[src/verilog/pq_pkg.sv]
`default_nettype none

package pq_pkg;

	// Node memory geometry
	localparam int L2_MAX_SIZE = 5;
	localparam int MAX_SIZE = 2 ** L2_MAX_SIZE;
	// Head and tail nodes never hold an entry
	localparam int CAPACITY = MAX_SIZE - 2;

	localparam int RANK_W = 10;
	localparam int HSP_W = 10;
	localparam int MDP_W = 10;
	localparam int META_W = HSP_W + MDP_W;

	typedef logic [L2_MAX_SIZE-1:0] node_t;
	typedef logic [RANK_W-1:0] rank_t;
	typedef logic [L2_MAX_SIZE-1:0] count_t;

	// Whole word on ports, two fields in the node memory
	typedef union packed {
		logic [META_W-1:0] word;
		struct packed {
			logic [HSP_W-1:0] hsp;
			logic [MDP_W-1:0] mdp;
		} fld;
	} meta_t;

	localparam node_t HEAD_NODE = node_t'(0);
	localparam node_t TAIL_NODE = node_t'(1);
	localparam node_t FIRST_FREE = node_t'(2);
	localparam node_t NULL_NODE = '1;
	localparam rank_t MIN_RANK = '0;
	localparam rank_t MAX_RANK = '1;

	// Main controller states
	localparam logic [2:0] CTRL_INIT_HEAD = 3'd0;
	localparam logic [2:0] CTRL_INIT_TAIL = 3'd1;
	localparam logic [2:0] CTRL_IDLE = 3'd2;
	localparam logic [2:0] CTRL_INSERTING = 3'd3;
	localparam logic [2:0] CTRL_REMOVING = 3'd4;

	// Insert engine states
	localparam logic [1:0] INS_IDLE = 2'd0;
	localparam logic [1:0] INS_ADDR = 2'd1;
	localparam logic [1:0] INS_DATA = 2'd2;
	localparam logic [1:0] INS_LINK = 2'd3;

	// Remove engine states
	localparam logic [2:0] RMV_IDLE = 3'd0;
	localparam logic [2:0] RMV_TAIL = 3'd1;
	localparam logic [2:0] RMV_DEQ = 3'd2;
	localparam logic [2:0] RMV_OUT = 3'd3;
	localparam logic [2:0] RMV_LINK = 3'd4;

endpackage

`default_nettype wire

[src/verilog/node_mem_if.sv]
`timescale 1ns/1ps
`default_nettype none

interface node_mem_if;

	// Read port, data valid one cycle after the address
	pq_pkg::node_t rd_addr;
	pq_pkg::rank_t rd_rank;
	pq_pkg::meta_t rd_meta;
	pq_pkg::node_t rd_rptr;
	pq_pkg::node_t rd_lptr;

	// Rank and metadata write
	pq_pkg::node_t data_addr;
	logic data_we;
	pq_pkg::rank_t data_rank;
	pq_pkg::meta_t data_meta;

	// Right and left pointer writes
	pq_pkg::node_t rptr_addr;
	logic rptr_we;
	pq_pkg::node_t rptr_data;
	pq_pkg::node_t lptr_addr;
	logic lptr_we;
	pq_pkg::node_t lptr_data;

	modport user (
		output rd_addr, data_addr, data_we, data_rank, data_meta,
		output rptr_addr, rptr_we, rptr_data, lptr_addr, lptr_we, lptr_data,
		input rd_rank, rd_meta, rd_rptr, rd_lptr
	);

	modport mem (
		input rd_addr, data_addr, data_we, data_rank, data_meta,
		input rptr_addr, rptr_we, rptr_data, lptr_addr, lptr_we, lptr_data,
		output rd_rank, rd_meta, rd_rptr, rd_lptr
	);

endinterface

`default_nettype wire

[src/verilog/node_mem.sv]
`timescale 1ns/1ps
`default_nettype none

module node_mem (
	input wire clk,
	node_mem_if.mem port
);

	pq_pkg::rank_t rank_mem [pq_pkg::MAX_SIZE];
	logic [pq_pkg::HSP_W-1:0] hsp_mem [pq_pkg::MAX_SIZE];
	logic [pq_pkg::MDP_W-1:0] mdp_mem [pq_pkg::MAX_SIZE];
	pq_pkg::node_t rptr_mem [pq_pkg::MAX_SIZE];
	pq_pkg::node_t lptr_mem [pq_pkg::MAX_SIZE];

	always_ff @(posedge clk)
	begin
		// Metadata split into its two stored fields
		if (port.data_we)
		begin
			rank_mem[port.data_addr] <= port.data_rank;
			hsp_mem[port.data_addr] <= port.data_meta.fld.hsp;
			mdp_mem[port.data_addr] <= port.data_meta.fld.mdp;
		end
		if (port.rptr_we)
			rptr_mem[port.rptr_addr] <= port.rptr_data;
		if (port.lptr_we)
			lptr_mem[port.lptr_addr] <= port.lptr_data;
	end

	// Whole node read at once, old contents on a same-cycle write
	always_ff @(posedge clk)
	begin
		port.rd_rank <= rank_mem[port.rd_addr];
		port.rd_meta.fld.hsp <= hsp_mem[port.rd_addr];
		port.rd_meta.fld.mdp <= mdp_mem[port.rd_addr];
		port.rd_rptr <= rptr_mem[port.rd_addr];
		port.rd_lptr <= lptr_mem[port.rd_addr];
	end

endmodule

`default_nettype wire

[src/verilog/free_list.sv]
`timescale 1ns/1ps
`default_nettype none

module free_list (
	input wire clk,
	input wire rst,
	input wire pop,
	input wire push,
	input wire pq_pkg::node_t push_node,
	output pq_pkg::node_t new_node
);

	pq_pkg::node_t fifo_mem [pq_pkg::MAX_SIZE];
	pq_pkg::node_t wr_ptr;
	pq_pkg::node_t rd_ptr;
	pq_pkg::node_t fresh;
	logic fifo_empty;

	// Never full since at most CAPACITY nodes are out of the list
	assign fifo_empty = (wr_ptr == rd_ptr);

	// Returned nodes first, then never-used ones
	assign new_node = fifo_empty ? fresh : fifo_mem[rd_ptr];

	always_ff @(posedge clk)
	begin
		if (push)
			fifo_mem[wr_ptr] <= push_node;
	end

	always_ff @(posedge clk)
	begin
		if (rst)
		begin
			wr_ptr <= '0;
			rd_ptr <= '0;
			fresh <= pq_pkg::FIRST_FREE;
		end
		else
		begin
			if (push)
				wr_ptr <= wr_ptr + 1'b1;
			if (pop && fifo_empty)
				fresh <= fresh + 1'b1;
			if (pop && !fifo_empty)
				rd_ptr <= rd_ptr + 1'b1;
		end
	end

endmodule

`default_nettype wire

[src/verilog/list_insert.sv]
`timescale 1ns/1ps
`default_nettype none

module list_insert (
	input wire clk,
	input wire rst,
	input wire start,
	input wire pq_pkg::rank_t rank,
	input wire pq_pkg::meta_t meta,
	input wire pq_pkg::node_t new_node,
	output logic pop,
	output logic done,
	node_mem_if.user mem
);

	logic [1:0] state;
	pq_pkg::rank_t rank_q;
	pq_pkg::meta_t meta_q;
	// Node under read, becomes the right neighbor when the walk stops
	pq_pkg::node_t cur;
	pq_pkg::node_t left;
	logic stop;
	logic link;

	// First node not outranking the new one, so equal ranks stay FIFO
	assign stop = (state == pq_pkg::INS_DATA) && (cur != pq_pkg::HEAD_NODE)
		&& (mem.rd_rank <= rank_q);
	assign link = (state == pq_pkg::INS_LINK);

	always_ff @(posedge clk)
	begin
		if (rst)
			state <= pq_pkg::INS_IDLE;
		else
		begin
			case (state)
			pq_pkg::INS_IDLE:
				if (start)
					state <= pq_pkg::INS_ADDR;
			pq_pkg::INS_ADDR:
				state <= pq_pkg::INS_DATA;
			pq_pkg::INS_DATA:
				state <= stop ? pq_pkg::INS_LINK : pq_pkg::INS_ADDR;
			default:
				state <= pq_pkg::INS_IDLE;
			endcase
		end
	end

	always_ff @(posedge clk)
	begin
		if (start)
		begin
			rank_q <= rank;
			meta_q <= meta;
			cur <= pq_pkg::HEAD_NODE;
		end
		else if (state == pq_pkg::INS_DATA && !stop)
		begin
			left <= cur;
			cur <= mem.rd_rptr;
		end
	end

	assign mem.rd_addr = cur;

	// New node written as the walk stops
	assign mem.data_we = stop;
	assign mem.data_addr = new_node;
	assign mem.data_rank = rank_q;
	assign mem.data_meta = meta_q;

	// Neighbors point to the new node one cycle later
	assign mem.rptr_we = stop || link;
	assign mem.rptr_addr = stop ? new_node : left;
	assign mem.rptr_data = stop ? cur : new_node;
	assign mem.lptr_we = stop || link;
	assign mem.lptr_addr = stop ? new_node : cur;
	assign mem.lptr_data = stop ? left : new_node;

	assign pop = link;
	assign done = link;

endmodule

`default_nettype wire

[src/verilog/list_remove.sv]
`timescale 1ns/1ps
`default_nettype none

module list_remove (
	input wire clk,
	input wire rst,
	input wire start,
	output pq_pkg::rank_t rank_out,
	output pq_pkg::meta_t meta_out,
	output logic valid_out,
	output logic push,
	output pq_pkg::node_t push_node,
	output logic done,
	node_mem_if.user mem
);

	logic [2:0] state;
	pq_pkg::node_t left;
	logic link;

	assign link = (state == pq_pkg::RMV_LINK);

	always_ff @(posedge clk)
	begin
		if (rst)
		begin
			state <= pq_pkg::RMV_IDLE;
			valid_out <= 1'b0;
		end
		else
		begin
			valid_out <= (state == pq_pkg::RMV_OUT);
			case (state)
			pq_pkg::RMV_IDLE:
				if (start)
					state <= pq_pkg::RMV_TAIL;
			pq_pkg::RMV_TAIL:
				state <= pq_pkg::RMV_DEQ;
			pq_pkg::RMV_DEQ:
				state <= pq_pkg::RMV_OUT;
			pq_pkg::RMV_OUT:
				state <= pq_pkg::RMV_LINK;
			default:
				state <= pq_pkg::RMV_IDLE;
			endcase
		end
	end

	// Entry held on the outputs until the next remove
	always_ff @(posedge clk)
	begin
		if (state == pq_pkg::RMV_DEQ)
			push_node <= mem.rd_lptr;
		if (state == pq_pkg::RMV_OUT)
		begin
			rank_out <= mem.rd_rank;
			meta_out <= mem.rd_meta;
			left <= mem.rd_lptr;
		end
	end

	// Tail first, then the node its left pointer names
	assign mem.rd_addr = (state == pq_pkg::RMV_DEQ) ? mem.rd_lptr : pq_pkg::TAIL_NODE;

	// No rank or metadata is ever written here
	assign mem.data_we = 1'b0;
	assign mem.data_addr = pq_pkg::TAIL_NODE;
	assign mem.data_rank = pq_pkg::MIN_RANK;
	assign mem.data_meta = '0;

	// Left neighbor and tail close the gap
	assign mem.rptr_we = link;
	assign mem.rptr_addr = left;
	assign mem.rptr_data = pq_pkg::TAIL_NODE;
	assign mem.lptr_we = link;
	assign mem.lptr_addr = pq_pkg::TAIL_NODE;
	assign mem.lptr_data = left;

	assign push = link;
	assign done = link;

endmodule

`default_nettype wire

[src/verilog/list_ctrl.sv]
`timescale 1ns/1ps
`default_nettype none

module list_ctrl (
	input wire clk,
	input wire rst,
	input wire insert,
	input wire remove,
	output logic busy,
	output logic ins_start,
	input wire ins_done,
	output logic rmv_start,
	input wire rmv_done,
	node_mem_if.mem ins_port,
	node_mem_if.mem rmv_port,
	node_mem_if.user mem_port
);

	logic [2:0] state;
	pq_pkg::count_t count;
	logic init;
	logic init_tail;

	assign busy = (state != pq_pkg::CTRL_IDLE);
	assign init_tail = (state == pq_pkg::CTRL_INIT_TAIL);
	assign init = (state == pq_pkg::CTRL_INIT_HEAD) || init_tail;

	// Remove wins over a simultaneous insert
	assign rmv_start = !busy && remove && (count != '0);
	assign ins_start = !busy && insert && !remove
		&& (count != pq_pkg::count_t'(pq_pkg::CAPACITY));

	always_ff @(posedge clk)
	begin
		if (rst)
		begin
			state <= pq_pkg::CTRL_INIT_HEAD;
			count <= '0;
		end
		else
		begin
			case (state)
			pq_pkg::CTRL_INIT_HEAD:
				state <= pq_pkg::CTRL_INIT_TAIL;
			pq_pkg::CTRL_INIT_TAIL:
				state <= pq_pkg::CTRL_IDLE;
			pq_pkg::CTRL_IDLE:
				if (rmv_start)
					state <= pq_pkg::CTRL_REMOVING;
				else if (ins_start)
					state <= pq_pkg::CTRL_INSERTING;
			pq_pkg::CTRL_INSERTING:
				if (ins_done)
				begin
					state <= pq_pkg::CTRL_IDLE;
					count <= count + 1'b1;
				end
			pq_pkg::CTRL_REMOVING:
				if (rmv_done)
				begin
					state <= pq_pkg::CTRL_IDLE;
					count <= count - 1'b1;
				end
			default:
				state <= pq_pkg::CTRL_INIT_HEAD;
			endcase
		end
	end

	// Both engines see the same read data
	assign ins_port.rd_rank = mem_port.rd_rank;
	assign ins_port.rd_meta = mem_port.rd_meta;
	assign ins_port.rd_rptr = mem_port.rd_rptr;
	assign ins_port.rd_lptr = mem_port.rd_lptr;
	assign rmv_port.rd_rank = mem_port.rd_rank;
	assign rmv_port.rd_meta = mem_port.rd_meta;
	assign rmv_port.rd_rptr = mem_port.rd_rptr;
	assign rmv_port.rd_lptr = mem_port.rd_lptr;

	always_comb
	begin
		if (state == pq_pkg::CTRL_INSERTING)
		begin
			mem_port.rd_addr = ins_port.rd_addr;
			mem_port.data_addr = ins_port.data_addr;
			mem_port.data_we = ins_port.data_we;
			mem_port.data_rank = ins_port.data_rank;
			mem_port.data_meta = ins_port.data_meta;
			mem_port.rptr_addr = ins_port.rptr_addr;
			mem_port.rptr_we = ins_port.rptr_we;
			mem_port.rptr_data = ins_port.rptr_data;
			mem_port.lptr_addr = ins_port.lptr_addr;
			mem_port.lptr_we = ins_port.lptr_we;
			mem_port.lptr_data = ins_port.lptr_data;
		end
		else if (state == pq_pkg::CTRL_REMOVING)
		begin
			mem_port.rd_addr = rmv_port.rd_addr;
			mem_port.data_addr = rmv_port.data_addr;
			mem_port.data_we = rmv_port.data_we;
			mem_port.data_rank = rmv_port.data_rank;
			mem_port.data_meta = rmv_port.data_meta;
			mem_port.rptr_addr = rmv_port.rptr_addr;
			mem_port.rptr_we = rmv_port.rptr_we;
			mem_port.rptr_data = rmv_port.rptr_data;
			mem_port.lptr_addr = rmv_port.lptr_addr;
			mem_port.lptr_we = rmv_port.lptr_we;
			mem_port.lptr_data = rmv_port.lptr_data;
		end
		else
		begin
			// Head then tail, no writes while idle
			mem_port.rd_addr = pq_pkg::HEAD_NODE;
			mem_port.data_addr = init_tail ? pq_pkg::TAIL_NODE : pq_pkg::HEAD_NODE;
			mem_port.data_we = init;
			mem_port.data_rank = init_tail ? pq_pkg::MIN_RANK : pq_pkg::MAX_RANK;
			mem_port.data_meta.word = '0;
			mem_port.rptr_addr = init_tail ? pq_pkg::TAIL_NODE : pq_pkg::HEAD_NODE;
			mem_port.rptr_we = init;
			mem_port.rptr_data = init_tail ? pq_pkg::NULL_NODE : pq_pkg::TAIL_NODE;
			mem_port.lptr_addr = init_tail ? pq_pkg::TAIL_NODE : pq_pkg::HEAD_NODE;
			mem_port.lptr_we = init;
			mem_port.lptr_data = init_tail ? pq_pkg::HEAD_NODE : pq_pkg::NULL_NODE;
		end
	end

endmodule

`default_nettype wire

[src/verilog/skip_list_pq.sv]
`timescale 1ns/1ps
`default_nettype none

module skip_list_pq (
	input wire clk,
	input wire rst,
	input wire insert,
	input wire remove,
	input wire pq_pkg::rank_t rank_in,
	input wire pq_pkg::meta_t meta_in,
	output pq_pkg::rank_t rank_out,
	output pq_pkg::meta_t meta_out,
	output logic valid_out,
	output logic busy
);

	logic ins_start;
	logic ins_done;
	logic rmv_start;
	logic rmv_done;
	logic pop;
	logic push;
	pq_pkg::node_t new_node;
	pq_pkg::node_t push_node;

	node_mem_if ins_if ();
	node_mem_if rmv_if ();
	node_mem_if mem_if ();

	list_ctrl u_ctrl (
		.clk       (clk),
		.rst       (rst),
		.insert    (insert),
		.remove    (remove),
		.busy      (busy),
		.ins_start (ins_start),
		.ins_done  (ins_done),
		.rmv_start (rmv_start),
		.rmv_done  (rmv_done),
		.ins_port  (ins_if.mem),
		.rmv_port  (rmv_if.mem),
		.mem_port  (mem_if.user)
	);

	list_insert u_insert (
		.clk      (clk),
		.rst      (rst),
		.start    (ins_start),
		.rank     (rank_in),
		.meta     (meta_in),
		.new_node (new_node),
		.pop      (pop),
		.done     (ins_done),
		.mem      (ins_if.user)
	);

	list_remove u_remove (
		.clk       (clk),
		.rst       (rst),
		.start     (rmv_start),
		.rank_out  (rank_out),
		.meta_out  (meta_out),
		.valid_out (valid_out),
		.push      (push),
		.push_node (push_node),
		.done      (rmv_done),
		.mem       (rmv_if.user)
	);

	node_mem u_mem (
		.clk  (clk),
		.port (mem_if.mem)
	);

	free_list u_free (
		.clk       (clk),
		.rst       (rst),
		.pop       (pop),
		.push      (push),
		.push_node (push_node),
		.new_node  (new_node)
	);

endmodule

`default_nettype wire

[config.mk]
export PLATFORM = sky130hd
export DESIGN_NAME = skip_list_pq
export DESIGN_NICKNAME = d
export VERILOG_FILES = /design/src/verilog/pq_pkg.sv /design/src/verilog/node_mem_if.sv /design/src/verilog/node_mem.sv /design/src/verilog/free_list.sv /design/src/verilog/list_insert.sv /design/src/verilog/list_remove.sv /design/src/verilog/list_ctrl.sv /design/src/verilog/skip_list_pq.sv
export SDC_FILE = /design/constraint.sdc
export NUM_CORES = 1
export LEC_CHECK = 0
export BUFFER_PORTS_ARGS = -buffer_cell sky130_fd_sc_hd__buf_2
export CAP_MARGIN = 20
export CORE_MARGIN = 8
export CORE_UTILIZATION = 25
export CTS_BUF_LIST = sky130_fd_sc_hd__clkbuf_4
export DETAILED_ROUTE_END_ITERATION = 10
export SLEW_MARGIN = 40
export SYNTH_ARGS = -nofsm -noshare
export SYNTH_HDL_FRONTEND = slang
export SYNTH_HIERARCHICAL = 1
export SYNTH_SLANG_ARGS = --single-unit
[constraint.sdc]
create_clock -name clk -period 5.2 [get_ports clk]
set_clock_uncertainty 0.2 [all_clocks]
set_input_delay 1.3 -clock clk [delete_from_list [all_inputs] [get_ports clk]]
set_output_delay 1.3 -clock clk [all_outputs]
set_load 0.01 [all_outputs]
==> Flow_metrics.wiki, run 1 <==
{| class="wikitable"
! Metric !! Value
|-
| Vertical die dimension || 521 um
|-
| Overflow after GRT || 0
|-
| Power share of the combinational group || 5.6%
|-
| Final setup violation count || 0
|-
| Die extent in x || 521 um
|-
| Wire per inst || 20.2 um
|-
| Worst-case reg-to-reg path depth || 11
|-
| Number of global-route vias before repair || 36080
|-
| Maximum number of pins on one net before global-route repair || 94
|-
| Sequential cell fraction of total power || 56.1%
|-
| HPWL after DPL || 97900 um
|-
| Area growth, synth to finish || 15.9%
|-
| CTS tree || done
|-
| Syn. warnings || 6
|-
| Share of the clock period used by the worst path || 92.6%
|-
| Total CTS buffers || 397
|-
| Utilization of the core after routing || 29.1%
|-
| Initial Util || 25.1%
|-
| Highest layer used for signal routing || met5
|-
| Total vias in the final route || 35168
|-
| Clock transition time at the flip-flop clock pins of the worst setup and hold paths || 0.07 ns
|-
| Shortest clock period the worst path allows after layout || 4.81 ns
|-
| Outcome || complete, no violations
|-
| Detailed-routed wire length on met2 || 78000 um
|-
| Final total negative setup slack || 0 ns
|-
| Combined global-route utilization of all metal layers || 11.3%
|-
| Resized cells post-CTS || 0
|-
| Clock root buffer || sky130_fd_sc_hd__clkbuf_4
|-
| Max Transition Viols Final || 0
|-
| Crit path max fanout || 30
|-
| Fraction of final layout cells with drive strength greater than 1 || 20.9%
|-
| Clock buffer depth || 4
|-
| Area of the mapped netlist || 63800 um^2
|-
| Req. time, crit path || 5.96 ns
|-
| Power density over the cells || 348 nW/um^2
|-
| Maximum Capacitance Violations || 0
|-
| Setup repair after global routing missed its margin || no
|-
| Count of H-tree levels built during CTS || 5
|-
| Overall routed net length || 160000 um
|-
| Reported leakage power || 0.0227 uW
|-
| Ratio of routed vias to standard cells || 4.44
|-
| Core area || 254000 um^2
|-
| Buffer count from post-CTS setup fixing || 0
|-
| Overall power consumption || 25800 uW
|-
| Hold depth || 1
|-
| Antenna violations before repair || 11
|-
| Met1 WL || 68700 um
|-
| Die area || 272000 um^2
|-
| Endpoint arrival time on the critical path || 5.57 ns
|-
| R2R Setup Slk || 0.39 ns
|-
| Total of fill cells in the finished design || 25220
|-
| Hold Violations, Final || 0
|-
| Internal power || 19800 uW
|-
| Total area of multi-input combinational cells || 15200 um^2
|-
| Startpoint-to-endpoint class of the critical path || reg -> reg
|-
| Worst setup path endpoint || u_mem/mdp_mem[8][6]
|-
| Routability cong. || 0.800
|-
| Type of destination of the critical path || flop
|-
| Sw frac || 23.0%
|-
| Final nets || 4296
|-
| Clock network power share || 38.3%
|-
| DRC || 0
|-
| Seq. cell area || 47100 um^2
|-
| Class of the tightest hold or removal check || in -> reg
|-
| Reported net switching power || 5940 uW
|-
| Wire length of the first global-routing pass || 234000 um
|-
| CTS sink count || 1594
|-
| Worst reg2reg endpoint || u_mem/mdp_mem[8][6]
|-
| Worst-case vdd ir drop || 131 uV
|-
| FP Rows || 185
|-
| Per-instance average area after synthesis || 16.6 um^2
|-
| Post-Synthesis Cells || 3842
|-
| Skew-Pair Late Insertion Delay || 1.30 ns
|-
| Antenna viol nets, final || 0
|-
| Nature of the critical path startpoint || flop
|-
| Worst Max-Slew Pin Slew || 0.906 ns
|-
| Achievable clock frequency || 0.208 GHz
|-
| Starting DRC count in detailed routing || 2961
|-
| Routed met3 length || 10300 um
|-
| Number of primary I/O pins || 66
|-
| Number of port buffers || 65
|-
| TritonRoute pass-1 iters || 5
|-
| Worst rel slew slack || 39.6%
|}
-- worst min-delay path by stage --
stage | startpoint | endpoint | slack [ns]
global placement | u_mem/port.rd_meta[10] | u_remove/meta_out[10] | 0.19
finish | rank_in[7] | u_insert/mem.data_rank[7] | 0.16
detailed placement | u_mem/port.rd_meta[11] | u_remove/meta_out[11] | 0.19
CTS | rank_in[4] | u_insert/mem.data_rank[4] | 0.001
global route | rank_in[7] | u_insert/mem.data_rank[7] | 0.01
floorplan | u_insert/state[0] | u_insert/state[0] | 0.24
-- layout by cell type, fill, tap and decap left out, types with 26 or more instances in the layout --
master / n
sky130_fd_sc_hd__a22oi_1: 137
sky130_fd_sc_hd__conb_1: 46
sky130_fd_sc_hd__clkbuf_4: 542
sky130_fd_sc_hd__nor2_4: 33
sky130_fd_sc_hd__nand3_1: 130
sky130_fd_sc_hd__nor3_1: 51
sky130_fd_sc_hd__buf_4: 127
sky130_fd_sc_hd__mux2i_1: 695
sky130_fd_sc_hd__buf_12: 48
sky130_fd_sc_hd__clkinv_1: 120
sky130_fd_sc_hd__a21oi_1: 144
sky130_fd_sc_hd__a22o_1: 118
sky130_fd_sc_hd__nor2_1: 137
sky130_fd_sc_hd__dlygate4sd3_1: 26
sky130_fd_sc_hd__a31oi_1: 43
sky130_fd_sc_hd__buf_2: 64
sky130_fd_sc_hd__dfxtp_1: 78
sky130_fd_sc_hd__nand2_1: 158
sky130_fd_sc_hd__edfxtp_1: 1515
-- final cells by class --
cell class,instances,share of cell area (%)
Antenna cell,9,0.0304
Clock buffer,542,5.50
Clock inverter,151,0.948
Inverter,25,0.127
Multi-Input combinational cell,1949,20.5
Sequential cell,1594,63.6
Tap cell,3366,5.69
Timing Repair Buffer,277,3.62
-- routing by layer --
layer  up-vias  global-route usage (%)
li1      15981                       -
met1     17790                    14.7
met2      1182                    19.0
met3       213                    2.61
met4         2                    3.33
met5         -                       0
-- flip-flops by register name (all words and copies together) (netlist names), 20 cells and up, named ones only --
name,flops
u_mem/hsp_mem,320
u_mem/mdp_mem,320
u_mem/rank_mem,320
u_free/fifo_mem,160
u_mem/lptr_mem,160
u_mem/rptr_mem,160
u_insert/mem.data_meta,20
u_mem/port.rd_meta,20
u_remove/meta_out,20
-- timing repair --
item / CTS / global route
hold endpoints to repair: 26 / 0
endpoints found under the setup margin: 0 / 0
hold buffers: 26 / 0
-- per-stage QoR --
step	cell area, um^2	std cells	worst slack [ns]	hold slack (ns)
after floorplan	64000	3886	0.510	0.241
after global placement	68700	7172	0.400	0.189
after detailed placement	68900	7184	0.462	0.189
after CTS	73900	7903	0.409	0.00123
after global routing	74000	7908	0.198	0.0101
final	74000	7913	0.386	0.161
-- critical path: stages, from the launching register on --
cell and delay, ns:
sky130_fd_sc_hd__dfxtp_4 0.48, sky130_fd_sc_hd__buf_4 0.49, sky130_fd_sc_hd__mux4_1 0.62, sky130_fd_sc_hd__nor2_1 0.10, sky130_fd_sc_hd__a21oi_1 0.05, sky130_fd_sc_hd__a221oi_1 0.39
sky130_fd_sc_hd__o41ai_1 0.14, sky130_fd_sc_hd__buf_4 0.19, sky130_fd_sc_hd__a22o_1 0.26, sky130_fd_sc_hd__or3b_2 0.74, sky130_fd_sc_hd__nor2_4 0.53, sky130_fd_sc_hd__buf_12 0.26
-- power groups by stage --
stage | sequential (uW) | combinational (uW) | clock [uW]
finish | 14500 | 1450 | 9870
global route | 14500 | 1560 | 10800
CTS | 14500 | 1460 | 10200
detailed placement | 14700 | 1440 | 0
global placement | 14700 | 1420 | 0
floorplan | 14700 | 958 | 0
(Power assumes the default switching activity.)
==> run 2: changes to the inputs <==
- BUFFER_PORTS_ARGS: -buffer_cell sky130_fd_sc_hd__buf_2 -> unset
- DONT_BUFFER_PORTS: unset -> 1
==> run 2 against run 1 <==
  * Register-to-register slack got worse by 0.04 ns
  * Global-route usage down 0.13 points
  * Sequential share of layout area increased by 0.24 points
  * Critical path type unchanged
  * Critical endpoint is now u_mem/rptr_mem[6][2]
  * Largest cell class unchanged
  * Largest power group unchanged
  * Highest routed layer unchanged
==> Flow_metrics.wiki, run 2 (same netlist as run 1, synthesis figures left out) <==
{| class="wikitable"
! Metric !! Value
|-
| Largest registers || u_mem/hsp_mem: 320 flops, u_mem/mdp_mem: 320 flops, u_mem/rank_mem: 320 flops
|-
| Most common cell after layout, fill and taps aside || sky130_fd_sc_hd__edfxtp_1
|-
| Maximum number of pins on one net before global-route repair || 98
|-
| DRC || 0
|-
| Launch point of the worst path || u_free/wr_ptr[4]
|-
| TritonRoute pass-1 iters || 5
|-
| Die extent in x || 521 um
|-
| Buffer count from post-CTS setup fixing || 0
|-
| R2R Setup Slk || 0.35 ns
|-
| Internal power || 20200 uW
|-
| Overflow after GRT || 0
|-
| Endpoint arrival time on the critical path || 5.52 ns
|-
| Type of destination of the critical path || flop
|-
| Most frequent cells in the layout || sky130_fd_sc_hd__edfxtp_1 (1515), sky130_fd_sc_hd__mux2i_1 (695), sky130_fd_sc_hd__clkbuf_4 (576)
|-
| Crit path max fanout || 18
|-
| Reg2reg start || u_free/wr_ptr[4]
|-
| Routability cong. || 0.801
|-
| Reported leakage power || 0.0225 uW
|-
| Class of the tightest hold or removal check || in -> reg
|-
| Antenna viol nets, final || 0
|-
| CTS tree || done
|-
| Worst Max-Slew Pin Slew || 0.836 ns
|-
| Clock root buffer || sky130_fd_sc_hd__clkbuf_4
|-
| Final total negative setup slack || 0 ns
|-
| HPWL after DPL || 96400 um
|-
| Overall power consumption || 26200 uW
|-
| Area growth, synth to finish || 15.5%
|-
| Shortest clock period the worst path allows after layout || 4.85 ns
|-
| Startpoint-to-endpoint class of the critical path || reg -> reg
|-
| Antenna violations before repair || 21
|-
| Fraction of final layout cells with drive strength greater than 1 || 20.0%
|-
| Die area || 272000 um^2
|-
| Final setup violation count || 0
|-
| Number of global-route vias before repair || 35536
|-
| Power density over the cells || 355 nW/um^2
|-
| Starting DRC count in detailed routing || 2633
|-
| Clock network power share || 39.1%
|-
| Power share of the combinational group || 5.6%
|-
| Final nets || 4238
|-
| Count of H-tree levels built during CTS || 5
|-
| Share of the clock period used by the worst path || 93.3%
|-
| Clock buffer depth || 4
|-
| Number of port buffers || 0
|-
| Nature of the critical path startpoint || flop
|-
| Worst rel slew slack || 43.8%
|-
| Total vias in the final route || 34904
|-
| Overall routed net length || 158000 um
|-
| CTS sink count || 1594
|-
| Initial Util || 25.1%
|-
| Max Transition Viols Final || 0
|-
| Wire length of the first global-routing pass || 232000 um
|-
| Ratio of routed vias to standard cells || 4.44
|-
| Setup repair after global routing missed its margin || no
|-
| Worst-case vdd ir drop || 186 uV
|-
| Sequential cell fraction of total power || 55.3%
|-
| Sw frac || 22.8%
|-
| Maximum Capacitance Violations || 0
|-
| Vertical die dimension || 521 um
|-
| Hold Violations, Final || 0
|-
| Worst-case reg-to-reg path depth || 11
|-
| Worst setup path endpoint || u_mem/rptr_mem[6][2]
|-
| Clock transition time at the flip-flop clock pins of the worst setup and hold paths || 0.07 ns
|-
| Req. time, crit path || 5.87 ns
|-
| Final design instance area without fill || 73700 um^2
|-
| Total CTS buffers || 408
|-
| Reported net switching power || 5960 uW
|-
| Outcome || complete, no violations
|-
| Combined global-route utilization of all metal layers || 11.2%
|-
| Worst reg2reg endpoint || u_mem/rptr_mem[6][2]
|-
| Core area || 254000 um^2
|-
| FP Rows || 185
|-
| Skew-Pair Late Insertion Delay || 1.32 ns
|-
| Utilization of the core after routing || 29.0%
|-
| Wire per inst || 20.1 um
|-
| Achievable clock frequency || 0.206 GHz
|-
| Number of primary I/O pins || 66
|-
| Startpoint of the most critical hold path || rst
|-
| Placement Cell Area || 68300 um^2
|}
==> run 2: timing repair <==
item | CTS | global route
gates resized for setup | 0 | 0
hold buffers | 34 | 0
hold endpoints to repair | 67 | 0
endpoints found under the setup margin | 0 | 0
==> run 2: layer usage <==
layer | GRT usage (%) | part of all wire, %
met4 | 3.63 | 2.4
met3 | 2.57 | 6.1
met5 | 0 | 0.015
met2 | 18.7 | 48
met1 | 14.5 | 43
==> run 2: cell type report <==
type / instances / area (um^2)
inverters: 25 / 93.8
diodes: 14 / 35.0
repair buffers: 208 / 2120
clock buffers: 576 / 4320
multi-input cells: 1949 / 15200
flip-flops and latches: 1594 / 47100
well taps: 3366 / 4210
fillers: 25124 / 180000
clock inverters: 129 / 659
==> run 2: worst max-delay path: stages, from the launching register on <==
cell and delay, ns:
sky130_fd_sc_hd__dfxtp_1 0.86, sky130_fd_sc_hd__xnor2_1 0.19, sky130_fd_sc_hd__nand3_1 0.23, sky130_fd_sc_hd__nor2_1 0.58
sky130_fd_sc_hd__a311oi_1 0.13, sky130_fd_sc_hd__a22o_1 0.32, sky130_fd_sc_hd__buf_4 0.18, sky130_fd_sc_hd__mux2_2 0.25
sky130_fd_sc_hd__nand2b_1 0.14, sky130_fd_sc_hd__a22o_1 0.24, sky130_fd_sc_hd__nand3b_1 0.60, sky130_fd_sc_hd__nor2_1 0.55
==> run 2: worst min-delay path by stage <==
stage	to	slack, ns	depth (start not counted)
final	u_free/fresh[4]	0.20	3
after floorplan	u_insert/state[0]	0.24	1
after global routing	u_free/fresh[4]	0.08	3
after CTS	u_free/fresh[4]	0.03	3
after detailed placement	u_remove/meta_out[5]	0.19	0
after global placement	u_remove/meta_out[14]	0.19	0
==> run 2: through the flow <==
stage / instances / hold WS [ns] / worst slack [ns]
floorplan: 3886 / 0.241 / 0.510
global placement: 7096 / 0.190 / 0.397
detailed placement: 7108 / 0.190 / 0.478
CTS: 7847 / 0.0261 / 0.401
global route: 7856 / 0.0773 / 0.0844
finish: 7861 / 0.198 / 0.349
==> run 2: power by group through the flow <==
stage	clock network [uW]	logic, uW	registers [uW]
after floorplan	0	958	14700
after global placement	0	1390	14700
after detailed placement	0	1420	14700
after CTS	10600	1470	14500
after global routing	11200	1560	14500
final	10200	1450	14500
